[src/hdl/memsec_pkg.sv]
/*
 * memsec package: message field widths, security level, message types
 * and the response payload word shared by the gate, bank and top
 */
package memsec_pkg;

	// ========================================
	// message field widths
	// ========================================

	// requester tag echoed back in every response
	localparam int OPAQUE_NBITS = 8;
	localparam int ADDR_NBITS   = 16;
	localparam int DATA_NBITS   = 32;

	// ========================================
	// bank and queue sizing
	// ========================================

	// bank decodes only the low address bits
	localparam int BANK_WORDS     = 256;
	localparam int BANK_IDX_NBITS = $clog2(BANK_WORDS);

	// decision queue depth bounds the requests in flight
	localparam int DFIFO_DEPTH     = 4;
	localparam int DFIFO_PTR_NBITS = $clog2(DFIFO_DEPTH);
	localparam int DFIFO_CNT_NBITS = $clog2(DFIFO_DEPTH + 1);

	// spare bits at the bottom of a fault record
	localparam int FAULT_PAD_NBITS = DATA_NBITS - ADDR_NBITS - 4;

	// ========================================
	// types
	// ========================================

	// higher value is more trusted
	typedef logic [1:0] sec_level_t;

	// requests carry read or write, denied only shows up in responses
	typedef enum logic [1:0] {
		MEM_READ   = 2'd0,
		MEM_WRITE  = 2'd1,
		MEM_DENIED = 2'd2
	} mem_type_e;

	// what a denied request gets back in place of data
	typedef struct packed {
		sec_level_t                   required_level;
		sec_level_t                   request_level;
		logic [ADDR_NBITS-1:0]        addr;
		logic [FAULT_PAD_NBITS-1:0]   zero;
	} fault_rec_t;

	// one response word, read data or fault record depending on the type
	typedef union packed {
		logic [DATA_NBITS-1:0] data;
		fault_rec_t            fault;
	} resp_payload_u;

endpackage
[src/hdl/mem_access_gate.sv]
/*
 * memory access gate: checks each request level against the bank level,
 * forwards allowed requests and answers denied ones itself, in order
 */
`timescale 1ns/1ps

module mem_access_gate (
	input  logic                                 clk,
	input  logic                                 reset,
	input  memsec_pkg::sec_level_t               bank_level,

	// network request
	input  logic                                 net_req_val,
	output logic                                 net_req_rdy,
	input  memsec_pkg::mem_type_e                net_req_type,
	input  logic [memsec_pkg::OPAQUE_NBITS-1:0]  net_req_opaque,
	input  logic [memsec_pkg::ADDR_NBITS-1:0]    net_req_addr,
	input  logic [memsec_pkg::DATA_NBITS-1:0]    net_req_data,
	input  memsec_pkg::sec_level_t               net_req_level,

	// network response
	output logic                                 net_resp_val,
	input  logic                                 net_resp_rdy,
	output memsec_pkg::mem_type_e                net_resp_type,
	output logic [memsec_pkg::OPAQUE_NBITS-1:0]  net_resp_opaque,
	output memsec_pkg::resp_payload_u            net_resp_payload,

	// bank request
	output logic                                 mem_req_val,
	input  logic                                 mem_req_rdy,
	output memsec_pkg::mem_type_e                mem_req_type,
	output logic [memsec_pkg::OPAQUE_NBITS-1:0]  mem_req_opaque,
	output logic [memsec_pkg::ADDR_NBITS-1:0]    mem_req_addr,
	output logic [memsec_pkg::DATA_NBITS-1:0]    mem_req_data,

	// bank response
	input  logic                                 mem_resp_val,
	output logic                                 mem_resp_rdy,
	input  memsec_pkg::mem_type_e                mem_resp_type,
	input  logic [memsec_pkg::OPAQUE_NBITS-1:0]  mem_resp_opaque,
	input  logic [memsec_pkg::DATA_NBITS-1:0]    mem_resp_data
);

	logic                                 req_allowed;
	logic                                 push;
	logic                                 pop;
	memsec_pkg::mem_type_e                push_type;
	memsec_pkg::fault_rec_t               req_fault;
	logic                                 dq_full;
	logic                                 dq_empty;
	logic                                 head_allowed;
	memsec_pkg::mem_type_e                head_type;
	logic [memsec_pkg::OPAQUE_NBITS-1:0]  head_opaque;
	memsec_pkg::fault_rec_t               head_fault;

	// ========================================
	// request side
	// ========================================

	// equal level counts as trusted enough
	assign req_allowed = (net_req_level >= bank_level);

	// denied requests need only a queue slot, allowed ones need the bank too
	assign net_req_rdy = !dq_full && (!req_allowed || mem_req_rdy);
	assign push        = net_req_val && net_req_rdy;

	// only allowed requests ever reach the bank
	assign mem_req_val    = net_req_val && req_allowed && !dq_full;
	assign mem_req_type   = net_req_type;
	assign mem_req_opaque = net_req_opaque;
	assign mem_req_addr   = net_req_addr;
	assign mem_req_data   = net_req_data;

	// fault record kept for a denied request
	always_comb begin
		req_fault                = '0;
		req_fault.required_level = bank_level;
		req_fault.request_level  = net_req_level;
		req_fault.addr           = net_req_addr;
	end

	// a denied entry remembers the response type it will send
	always_comb begin
		if (req_allowed)
			push_type = net_req_type;
		else
			push_type = memsec_pkg::MEM_DENIED;
	end

	access_decision_fifo u_dfifo (
		.clk          (clk),
		.reset        (reset),
		.push         (push),
		.pop          (pop),
		.push_allowed (req_allowed),
		.push_type    (push_type),
		.push_opaque  (net_req_opaque),
		.push_fault   (req_fault),
		.full         (dq_full),
		.empty        (dq_empty),
		.head_allowed (head_allowed),
		.head_type    (head_type),
		.head_opaque  (head_opaque),
		.head_fault   (head_fault)
	);

	// ========================================
	// response side
	// ========================================

	// bank is drained only when its response is the oldest one
	assign mem_resp_rdy = !dq_empty && head_allowed && net_resp_rdy;

	// head decides who answers, keeps allowed and denied in order
	always_comb begin
		if (head_allowed) begin
			net_resp_val          = !dq_empty && mem_resp_val;
			net_resp_type         = mem_resp_type;
			net_resp_opaque       = mem_resp_opaque;
			net_resp_payload.data = mem_resp_data;
		end else begin
			// denial is ready as soon as it sits at the head
			net_resp_val           = !dq_empty;
			net_resp_type          = head_type;
			net_resp_opaque        = head_opaque;
			net_resp_payload.fault = head_fault;
		end
	end

	assign pop = net_resp_val && net_resp_rdy;

endmodule

[src/hdl/access_decision_fifo.sv]
/*
 * access decision FIFO: in-order queue of one decision record per
 * accepted request, head record shown on the outputs
 */
`timescale 1ns/1ps

module access_decision_fifo (
	input  logic                                 clk,
	input  logic                                 reset,
	input  logic                                 push,
	input  logic                                 pop,
	input  logic                                 push_allowed,
	input  memsec_pkg::mem_type_e                push_type,
	input  logic [memsec_pkg::OPAQUE_NBITS-1:0]  push_opaque,
	input  memsec_pkg::fault_rec_t               push_fault,
	output logic                                 full,
	output logic                                 empty,
	output logic                                 head_allowed,
	output memsec_pkg::mem_type_e                head_type,
	output logic [memsec_pkg::OPAQUE_NBITS-1:0]  head_opaque,
	output memsec_pkg::fault_rec_t               head_fault
);

	// record storage
	logic                                 allowed_q [memsec_pkg::DFIFO_DEPTH];
	memsec_pkg::mem_type_e                type_q    [memsec_pkg::DFIFO_DEPTH];
	logic [memsec_pkg::OPAQUE_NBITS-1:0]  opaque_q  [memsec_pkg::DFIFO_DEPTH];
	memsec_pkg::fault_rec_t               fault_q   [memsec_pkg::DFIFO_DEPTH];

	logic [memsec_pkg::DFIFO_PTR_NBITS-1:0] wr_ptr;
	logic [memsec_pkg::DFIFO_PTR_NBITS-1:0] rd_ptr;
	logic [memsec_pkg::DFIFO_CNT_NBITS-1:0] count;

	logic do_push;
	logic do_pop;

	assign full  = (count == memsec_pkg::DFIFO_CNT_NBITS'(memsec_pkg::DFIFO_DEPTH));
	assign empty = (count == '0);

	// overflow and underflow are simply ignored
	assign do_push = push && !full;
	assign do_pop  = pop && !empty;

	// write the new record at the tail
	always_ff @(posedge clk) begin
		if (do_push) begin
			allowed_q[wr_ptr] <= push_allowed;
			type_q[wr_ptr]    <= push_type;
			opaque_q[wr_ptr]  <= push_opaque;
			fault_q[wr_ptr]   <= push_fault;
		end
	end

	// pointers wrap at the queue depth
	always_ff @(posedge clk) begin
		if (reset) begin
			wr_ptr <= '0;
			rd_ptr <= '0;
		end else begin
			if (do_push) begin
				if (wr_ptr == memsec_pkg::DFIFO_PTR_NBITS'(memsec_pkg::DFIFO_DEPTH - 1))
					wr_ptr <= '0;
				else
					wr_ptr <= wr_ptr + 1'b1;
			end
			if (do_pop) begin
				if (rd_ptr == memsec_pkg::DFIFO_PTR_NBITS'(memsec_pkg::DFIFO_DEPTH - 1))
					rd_ptr <= '0;
				else
					rd_ptr <= rd_ptr + 1'b1;
			end
		end
	end

	// push and pop together leave the count alone
	always_ff @(posedge clk) begin
		if (reset)
			count <= '0;
		else if (do_push && !do_pop)
			count <= count + 1'b1;
		else if (do_pop && !do_push)
			count <= count - 1'b1;
	end

	// head record
	assign head_allowed = allowed_q[rd_ptr];
	assign head_type    = type_q[rd_ptr];
	assign head_opaque  = opaque_q[rd_ptr];
	assign head_fault   = fault_q[rd_ptr];

endmodule

[config.mk]
export PLATFORM = sky130hd
export DESIGN_NAME = mem_access_gate
export DESIGN_NICKNAME = d
export VERILOG_FILES = /design/src/hdl/memsec_pkg.sv /design/src/hdl/mem_access_gate.sv /design/src/hdl/access_decision_fifo.sv
export SDC_FILE = /design/constraint.sdc
export NUM_CORES = 1
export LEC_CHECK = 0
export BUFFER_PORTS_ARGS = -buffer_cell sky130_fd_sc_hd__buf_2
export CORE_UTILIZATION = 45
export CTS_CLUSTER_DIAMETER = 30
export DETAILED_ROUTE_END_ITERATION = 7
export GPL_TIMING_DRIVEN = 0
export PLACE_DENSITY = 0.78
export SLEW_MARGIN = 20
export SYNTH_ARGS = -nofsm -noshare
export SYNTH_HDL_FRONTEND = slang
export SYNTH_HIERARCHICAL = 1
export SYNTH_SLANG_ARGS = --single-unit
[constraint.sdc]
create_clock -name clk -period 7.8 [get_ports clk]
set_input_delay 1.56 -clock clk [delete_from_list [all_inputs] [get_ports clk]]
set_output_delay 1.56 -clock clk [all_outputs]
set_load 0.02 [all_outputs]
==> results of run 1 <==
[per-stage QoR]
stage	cells	instance area, um^2	total power [mW]
6_report	890	9940	2.79
5_1_grt	890	9940	2.91
4_1_cts	889	9940	2.83
3_5_place_dp	858	9350	1.98
3_3_place_gp	858	9340	1.95
2_1_floorplan	453	8160	1.77
[Yosys cell counts, drive strengths merged]
cell     instances
and3             4
clkbuf           4
mux2            42
nor2b            4
nand2b           2
edfxtp         172
a2bb2oi          1
a21oi            4
o31ai            2
xor2             2
nand3            2
mux2i            2
clkinv           1
or3b             1
fa               1
nor3b            1
ha               8
a211oi           4
conb             1
o21ai            3
or3              2
nor3             2
a21o             1
nor2             5
dfxtp            9
mux4            43
buf             71
inv              9
nand2            3
[sequential cells by signal (all words and copies together) (netlist names), named ones only]
signal             cells
u_dfifo/allowed_q      4
u_dfifo/opaque_q      32
u_dfifo/count          3
u_dfifo/fault_q      128
u_dfifo/wr_ptr         2
u_dfifo/type_q         8
u_dfifo/rd_ptr         2
[kinds of logic after synthesis]
logic type               share of synthesized area [%]
other                                           0.0470
flip-flops                                        67.0
AO/OA/AOI/OAI                                     1.33
multiplexers                                      20.1
adder cells (fa/ha/maj)                           1.51
buffers and inverters                             7.97
XOR/XNOR                                         0.220
AND/OR/NAND/NOR                                   1.88
[how the worst max path moves through the flow]
stage | to | cells after the start
floorplan | net_req_rdy | 4
global placement | u_dfifo/count[2] | 13
detailed placement | u_dfifo/count[2] | 13
CTS | net_req_rdy | 6
global route | u_dfifo/count[2] | 13
finish | u_dfifo/count[2] | 13
[where the power goes]
part | switching [mW] | internal, mW | leakage, nW
sequential | 0.0282 | 1.17 | 1.64
clock | 0.341 | 0.503 | 0.285
combinational | 0.393 | 0.361 | 2.00
total | 0.761 | 2.03 | 3.92
[critical path, stage by stage]
cell,delay [ps]
buf_2,140
inv_1,50
ha_1,340
nor2b_1,180
a211oi_1,700
inv_1,170
nor2_2,190
ha_1,200
inv_1,60
fa_1,370
xor2_1,170
or3_2,400
a21oi_1,140
[placed cells by master, fill, tap and decap left out, types with 2 or more instances in the layout]
cell	n
mux2_4	37
nor3_1	2
clkinv_2	2
buf_2	183
nand3_1	2
bufinv_16	3
a211oi_1	4
clkbuf_1	6
nor2_1	4
inv_6	2
buf_12	3
nor2b_1	4
mux2i_1	2
ha_1	8
clkbuf_16	17
conb_1	48
nand2_1	3
and3_4	4
nand2b_1	2
mux2_2	5
o21ai_0	2
dfxtp_1	9
inv_1	9
mux4_2	43
clkinv_4	4
a21oi_1	4
xor2_1	2
buf_6	2
o31ai_2	2
edfxtp_1	172
buf_4	62
[final cells by class]
cell class,instances,area (um^2),share of cell area [%]
Timing Repair Buffer,180,901,9.06
Inverter,10,42.5,0.428
Clock buffer,19,433,4.35
Sequential cell,181,5350,53.8
Tap cell,225,282,2.83
Multi-Input combinational cell,187,2190,22.0
Antenna cell,1,2.50,0.0252
Buffer,75,593,5.96
Clock inverter,12,155,1.56
[layer usage]
| layer | part of all wire (%) | GRT usage [%] |
|---|---|---|
| met5 | 0 | 0 |
| met4 | 1.4 | 7.18 |
| met3 | 6.6 | 3.93 |
| met2 | 51 | 27.9 |
| met1 | 41 | 20.0 |
==> Flow_metrics.wiki, run 1 <==
{| class="wikitable"
! Metric !! Value
|-
| Status || completed
|-
| DR pass1 iterations || 4
|-
| Fraction of layout instances using a drive strength above 1 || 56.2%
|-
| TritonCTS clock tree || yes
|-
| # Post-CTS Setup Buffers || 0
|-
| Number of buffers inserted during clock tree synthesis || 17
|-
| Post-synthesis cell type with the largest combined area || edfxtp_1
|-
| Hold Slack || 503 ps
|-
| Count of boundary I/O pins || 214
|-
| Num Clock Sinks || 181
|-
| Sequential share of the synthesized area || between 60% and 70%
|-
| Post-synthesis instance area || between 7000 and 8000 um^2
|-
| Source of the critical timing path || bank_level[1]
|-
| Leakage component of the power || 3.92 nW
|-
| Post-route DRC violation count || 0
|-
| Max-slew violation count || 0
|-
| Global placement routability congestion || approximately 0.73
|-
| Hold buffers post-CTS || 0
|-
| Maximum clock rate || between 0.2 and 0.25 GHz
|-
| Max Fanout on Critical Path || 7
|-
| Max rail drop VDD || 0.207 mV
|-
| Antenna viol nets, final || 0
|-
| Worst reg2reg endpoint || u_dfifo/count[2]
|-
| Die boundary width || 135 um
|-
| Endpoint with the worst hold slack || u_dfifo/rd_ptr[0]
|-
| Arrival time at the worst endpoint || between 4000 and 5000 ps
|-
| Hold wc startpoint || u_dfifo/rd_ptr[0]
|-
| Number of setup violations in the final report || 0
|-
| Filler cell count || 1,353
|-
| Final #Nets || 771
|-
| Number of global-route vias before repair || between 4,000 and 5,000
|-
| Max-Cap Viols || 0
|-
| Final core area utilization || between 50% and 60%
|-
| Min Clock Period, post-route || 4310 ps
|-
| Chip Height || 135 um
|-
| # rows || 48
|-
| Setup TNS || 0 ps
|-
| Clock-pin slew reported for the worst setup and hold paths after clock tree synthesis || approximately 60 ps
|-
| Logic depth of the worst register-to-register path || 13
|-
| Final hold violation count || 0
|-
| Transition time of the tightest slew-check pin || roughly 800 ps
|-
| Worst Slack Setup Final || 3490 ps
|-
| Worst-case clock buffer depth || 2
|-
| Layout overhead on the synthesized area || 24.6%
|-
| Pin count of the biggest net entering global routing || 44
|-
| Average size of a mapped cell || 19.7 um^2
|-
| Number of different library cells in the post-synthesis netlist || 37
|-
| Total power divided by cell area || 281 nW/um^2
|-
| Kind of launch point of the worst setup path || input port
|-
| Antenna violations before repair || 1
|-
| Dpl hpwl || 9.45 mm
|-
| Worst setup EP type || register
|-
| Global-route wire length before repair || roughly 22 mm
|-
| Setup repair after global routing missed its margin || false
|-
| Count of H-tree levels built during CTS || 4
|-
| Worst setup slack after placement || 3060 ps
|-
| Synthesized instance count || 406
|-
| Overall global routing resource usage || 16.4%
|-
| Crit path required time || 8150 ps
|-
| Worst slew slack as a fraction of its limit || 46.4%
|-
| Area share of the largest cell type after synthesis || 64.7%
|-
| Yosys synthesis warning count || 6
|-
| Clock latency on the worst-skew pair || 420 ps
|-
| Routed via count || about 4,300
|-
| I/O Buffers || 180
|-
| Final worst clock skew || 8.71 ps
|-
| Detail-routed via count per cell || 4.80
|-
| Worst hold path depth || 2
|-
| Floorplan Core Area || 17,300 um^2
|-
| Initial core utilization || 46.1%
|-
| Die Outline Area || between 15,000 and 20,000 um^2
|-
| Seq cells post-synth || 181
|-
| Kind of critical path || input port to register
|-
| Routed wire length || 14.6 mm
|-
| Synth area leaders || edfxtp_1 (65%), mux4_2 (12%), mux2_4 (7.0%)
|-
| Global route total overflow || 0
|-
| R2R Setup Slk || ~4300 ps
|-
| Clock root buffer master || clkbuf_16
|-
| Initial drt markers || between 200 and 250
|-
| Routed wirelength normalized by instance count || 16.4 um
|-
| Gates resized, CTS repair || 0
|-
| Worst min-delay path class || register to register
|-
| Final period utilization || 55.3%
|}
(Power assumes the default switching activity.)
==> inputs of run 2 (changes only) <==
Settings changed: PLACE_DENSITY 0.78 to 0.81.
Clock period 7.8 ns to 3.5 ns, I/O delays scaled along.
==> Flow_metrics.wiki, run 2 (synthesis results as in run 1) <==
{| class="wikitable"
! Metric !! Value
|-
| Status || completed (unchanged)
|-
| Count of H-tree levels built during CTS || 4 (unchanged)
|-
| Total power divided by cell area || 626 nW/um^2 (was 281 nW/um^2)
|-
| Final period utilization || 93.1%
|-
| Largest register FFs || 128 (unchanged)
|-
| Final worst clock skew || 9.36 ps (was 8.71 ps)
|-
| Final hold violation count || 0 (unchanged)
|-
| Most flops, register || u_dfifo/fault_q (unchanged)
|-
| Number of setup violations in the final report || 0 (unchanged)
|-
| Worst slew slack as a fraction of its limit || 52.0% (was 46.4%)
|-
| Die boundary width || 135 um (unchanged)
|-
| Global placement routability congestion || 0.682 (was 0.726)
|-
| Transition time of the tightest slew-check pin || 719 ps (was 799 ps)
|-
| Worst setup EP type || register (unchanged)
|-
| Number of global-route vias before repair || 4,430 (was 4,146)
|-
| Filler cell count || 1,325 (was 1,353)
|-
| Post-route cell area || 9960 um^2 (was 9940 um^2)
|-
| Clock-pin slew reported for the worst setup and hold paths after clock tree synthesis || 70 ps (was 60 ps)
|-
| Count of boundary I/O pins || 214 (unchanged)
|-
| Min Clock Period, post-route || between 3000 and 4000 ps
|-
| Routed wirelength normalized by instance count || 17.7 um (was 16.4 um)
|-
| Leakage component of the power || 3.93 nW (was 3.92 nW)
|-
| Overall global routing resource usage || 17.8% (was 16.4%)
|-
| # Post-CTS Setup Buffers || 0 (unchanged)
|-
| Dpl hpwl || 10.5 mm (was 9.45 mm)
|-
| # rows || 48 (unchanged)
|-
| Kind of launch point of the worst setup path || register (was input port)
|-
| Num Clock Sinks || 181 (unchanged)
|-
| Max-Cap Viols || 0 (unchanged)
|-
| Arrival time at the worst endpoint || 3610 ps (was 4660 ps)
|-
| Antenna violations before repair || 1 (unchanged)
|-
| Initial core utilization || 46.1% (unchanged)
|-
| Initial drt markers || 223 (was 230)
|-
| Pin count of the biggest net entering global routing || 44 (unchanged)
|-
| Post-route DRC violation count || 0 (unchanged)
|-
| Total inserted antenna cells || 0 (was 1)
|-
| TritonCTS clock tree || yes (unchanged)
|-
| Hold Slack || 504 ps (was 503 ps)
|-
| Max-slew violation count || 0 (unchanged)
|-
| Max Fanout on Critical Path || 10 (was 7)
|-
| Hold wc startpoint || net_req_opaque[2] (was u_dfifo/rd_ptr[0])
|-
| Hold buffers post-CTS || 0 (unchanged)
|-
| Layout overhead on the synthesized area || 24.8% (was 24.6%)
|-
| Crit path required time || 3850 ps (was 8150 ps)
|-
| DR pass1 iterations || 4 (unchanged)
|-
| Max rail drop VDD || 0.375 mV (was 0.207 mV)
|-
| Chip Height || 135 um (unchanged)
|-
| Clock root buffer master || clkbuf_16 (unchanged)
|-
| Worst min-delay path class || input port to register (was register to register)
|-
| Floorplan Core Area || 17,300 um^2 (unchanged)
|-
| Register Area || 5350 um^2 (unchanged)
|-
| Most frequent cells in the layout || buf_2 (182), edfxtp_1 (172), buf_4 (61) (was buf_2 (183), edfxtp_1 (172), buf_4 (62))
|-
| Fraction of layout instances using a drive strength above 1 || 57.1% (was 56.2%)
|-
| Final #Nets || 770 (was 771)
|-
| Worst-case clock buffer depth || 2 (unchanged)
|-
| Clock latency on the worst-skew pair || 420 ps (about the same)
|-
| Most common library cell in the layout ignoring fill and taps || buf_2 (unchanged)
|-
| Setup repair after global routing missed its margin || false (unchanged)
|-
| Placed standard-cell area || 9350 um^2 (unchanged)
|-
| Die Outline Area || 18,300 um^2 (unchanged)
|-
| Global-route wire length before repair || 23.3 mm (was 21.5 mm)
|-
| I/O Buffers || 180 (unchanged)
|-
| Routed via count || 4,360 (was 4,270)
|-
| Registers with the highest flip-flop counts || u_dfifo/fault_q (128), u_dfifo/opaque_q (32), u_dfifo/type_q (8) (unchanged)
|-
| Antenna viol nets, final || 0 (unchanged)
|-
| Multi-input logic area || 2200 um^2 (was 2190 um^2)
|-
| Global route total overflow || 0 (unchanged)
|-
| Maximum clock rate || 0.307 GHz
|-
| Kind of critical path || register to register (was input port to register)
|-
| Routed wire length || 15.8 mm (was 14.6 mm)
|-
| Detail-routed via count per cell || 4.90 (was 4.80)
|-
| Number of buffers inserted during clock tree synthesis || 17 (unchanged)
|}
## run 2: per-stage QoR
step,util [%],TNS (ps),setup WS (ps),instances,power [mW]
final,57.6,0,240,889,6.24
after global routing,57.6,0,98.0,889,6.50
after CTS,57.5,0,11.9,889,6.30
after detailed placement,54.1,-453,-416,858,4.43
after global placement,54.0,-104,-104,858,4.35
after floorplan,-,0,229,453,3.95
## run 2: worst paths after layout
| kind | endpoint | slack, ps | cells after the start |
|---|---|---|---|
| worst max-delay path | u_dfifo/count[2] | 240 | 13 |
| worst min-delay path | u_dfifo/opaque_q[2][2] | 500 | 1 |
| worst max register to register | u_dfifo/count[2] | 240 | 13 |
| worst min register to register | u_dfifo/rd_ptr[0] | 510 | 2 |
## run 2: final cells by class
cell class	count	area share (%)
buffer	74	6.02
timing repair buffer	180	9.04
sequential	181	53.7
clock buffer	17	4.27
inverter	10	0.427
tap	225	2.83
clock inverter	15	1.67
multi-input combinational	187	22.1
## run 2: routing by layer
metal | share of wire, % | track usage (%) | vias up | wire (um)
li1 | - | - | 1984 | -
met5 | 0 | 0 | - | 0
met3 | 5.8 | 4.00 | 13 | 909
met4 | 0.97 | 5.49 | 0 | 153
met2 | 56 | 33.1 | 188 | 8780
met1 | 38 | 20.3 | 2175 | 5920
## run 2: critical path: stages (launching register included)
cell	delay, ps
dfxtp_1	310
clkbuf_4	210
buf_8	200
mux4_2	520
buf_6	200
buf_8	180
a211oi_2	230
o31ai_2	160
ha_1	240
inv_1	80
fa_1	180
xor2_1	90
or3_2	410
a21oi_1	170
## run 2: what timing repair did
| item | CTS | global route |
|---|---|---|
| resized for setup | 1 | 4 |
| setup endpoints to repair | 18 | 2 |
| endpoints found under the hold margin | 0 | 0 |
## run 2: report_power, final
part	internal [mW]	switching, mW	total [mW]
Sequential	2.60	0.0662	2.66
Combinational	0.814	0.899	1.71
Clock	1.01	0.851	1.87
Total	4.42	1.82	6.24
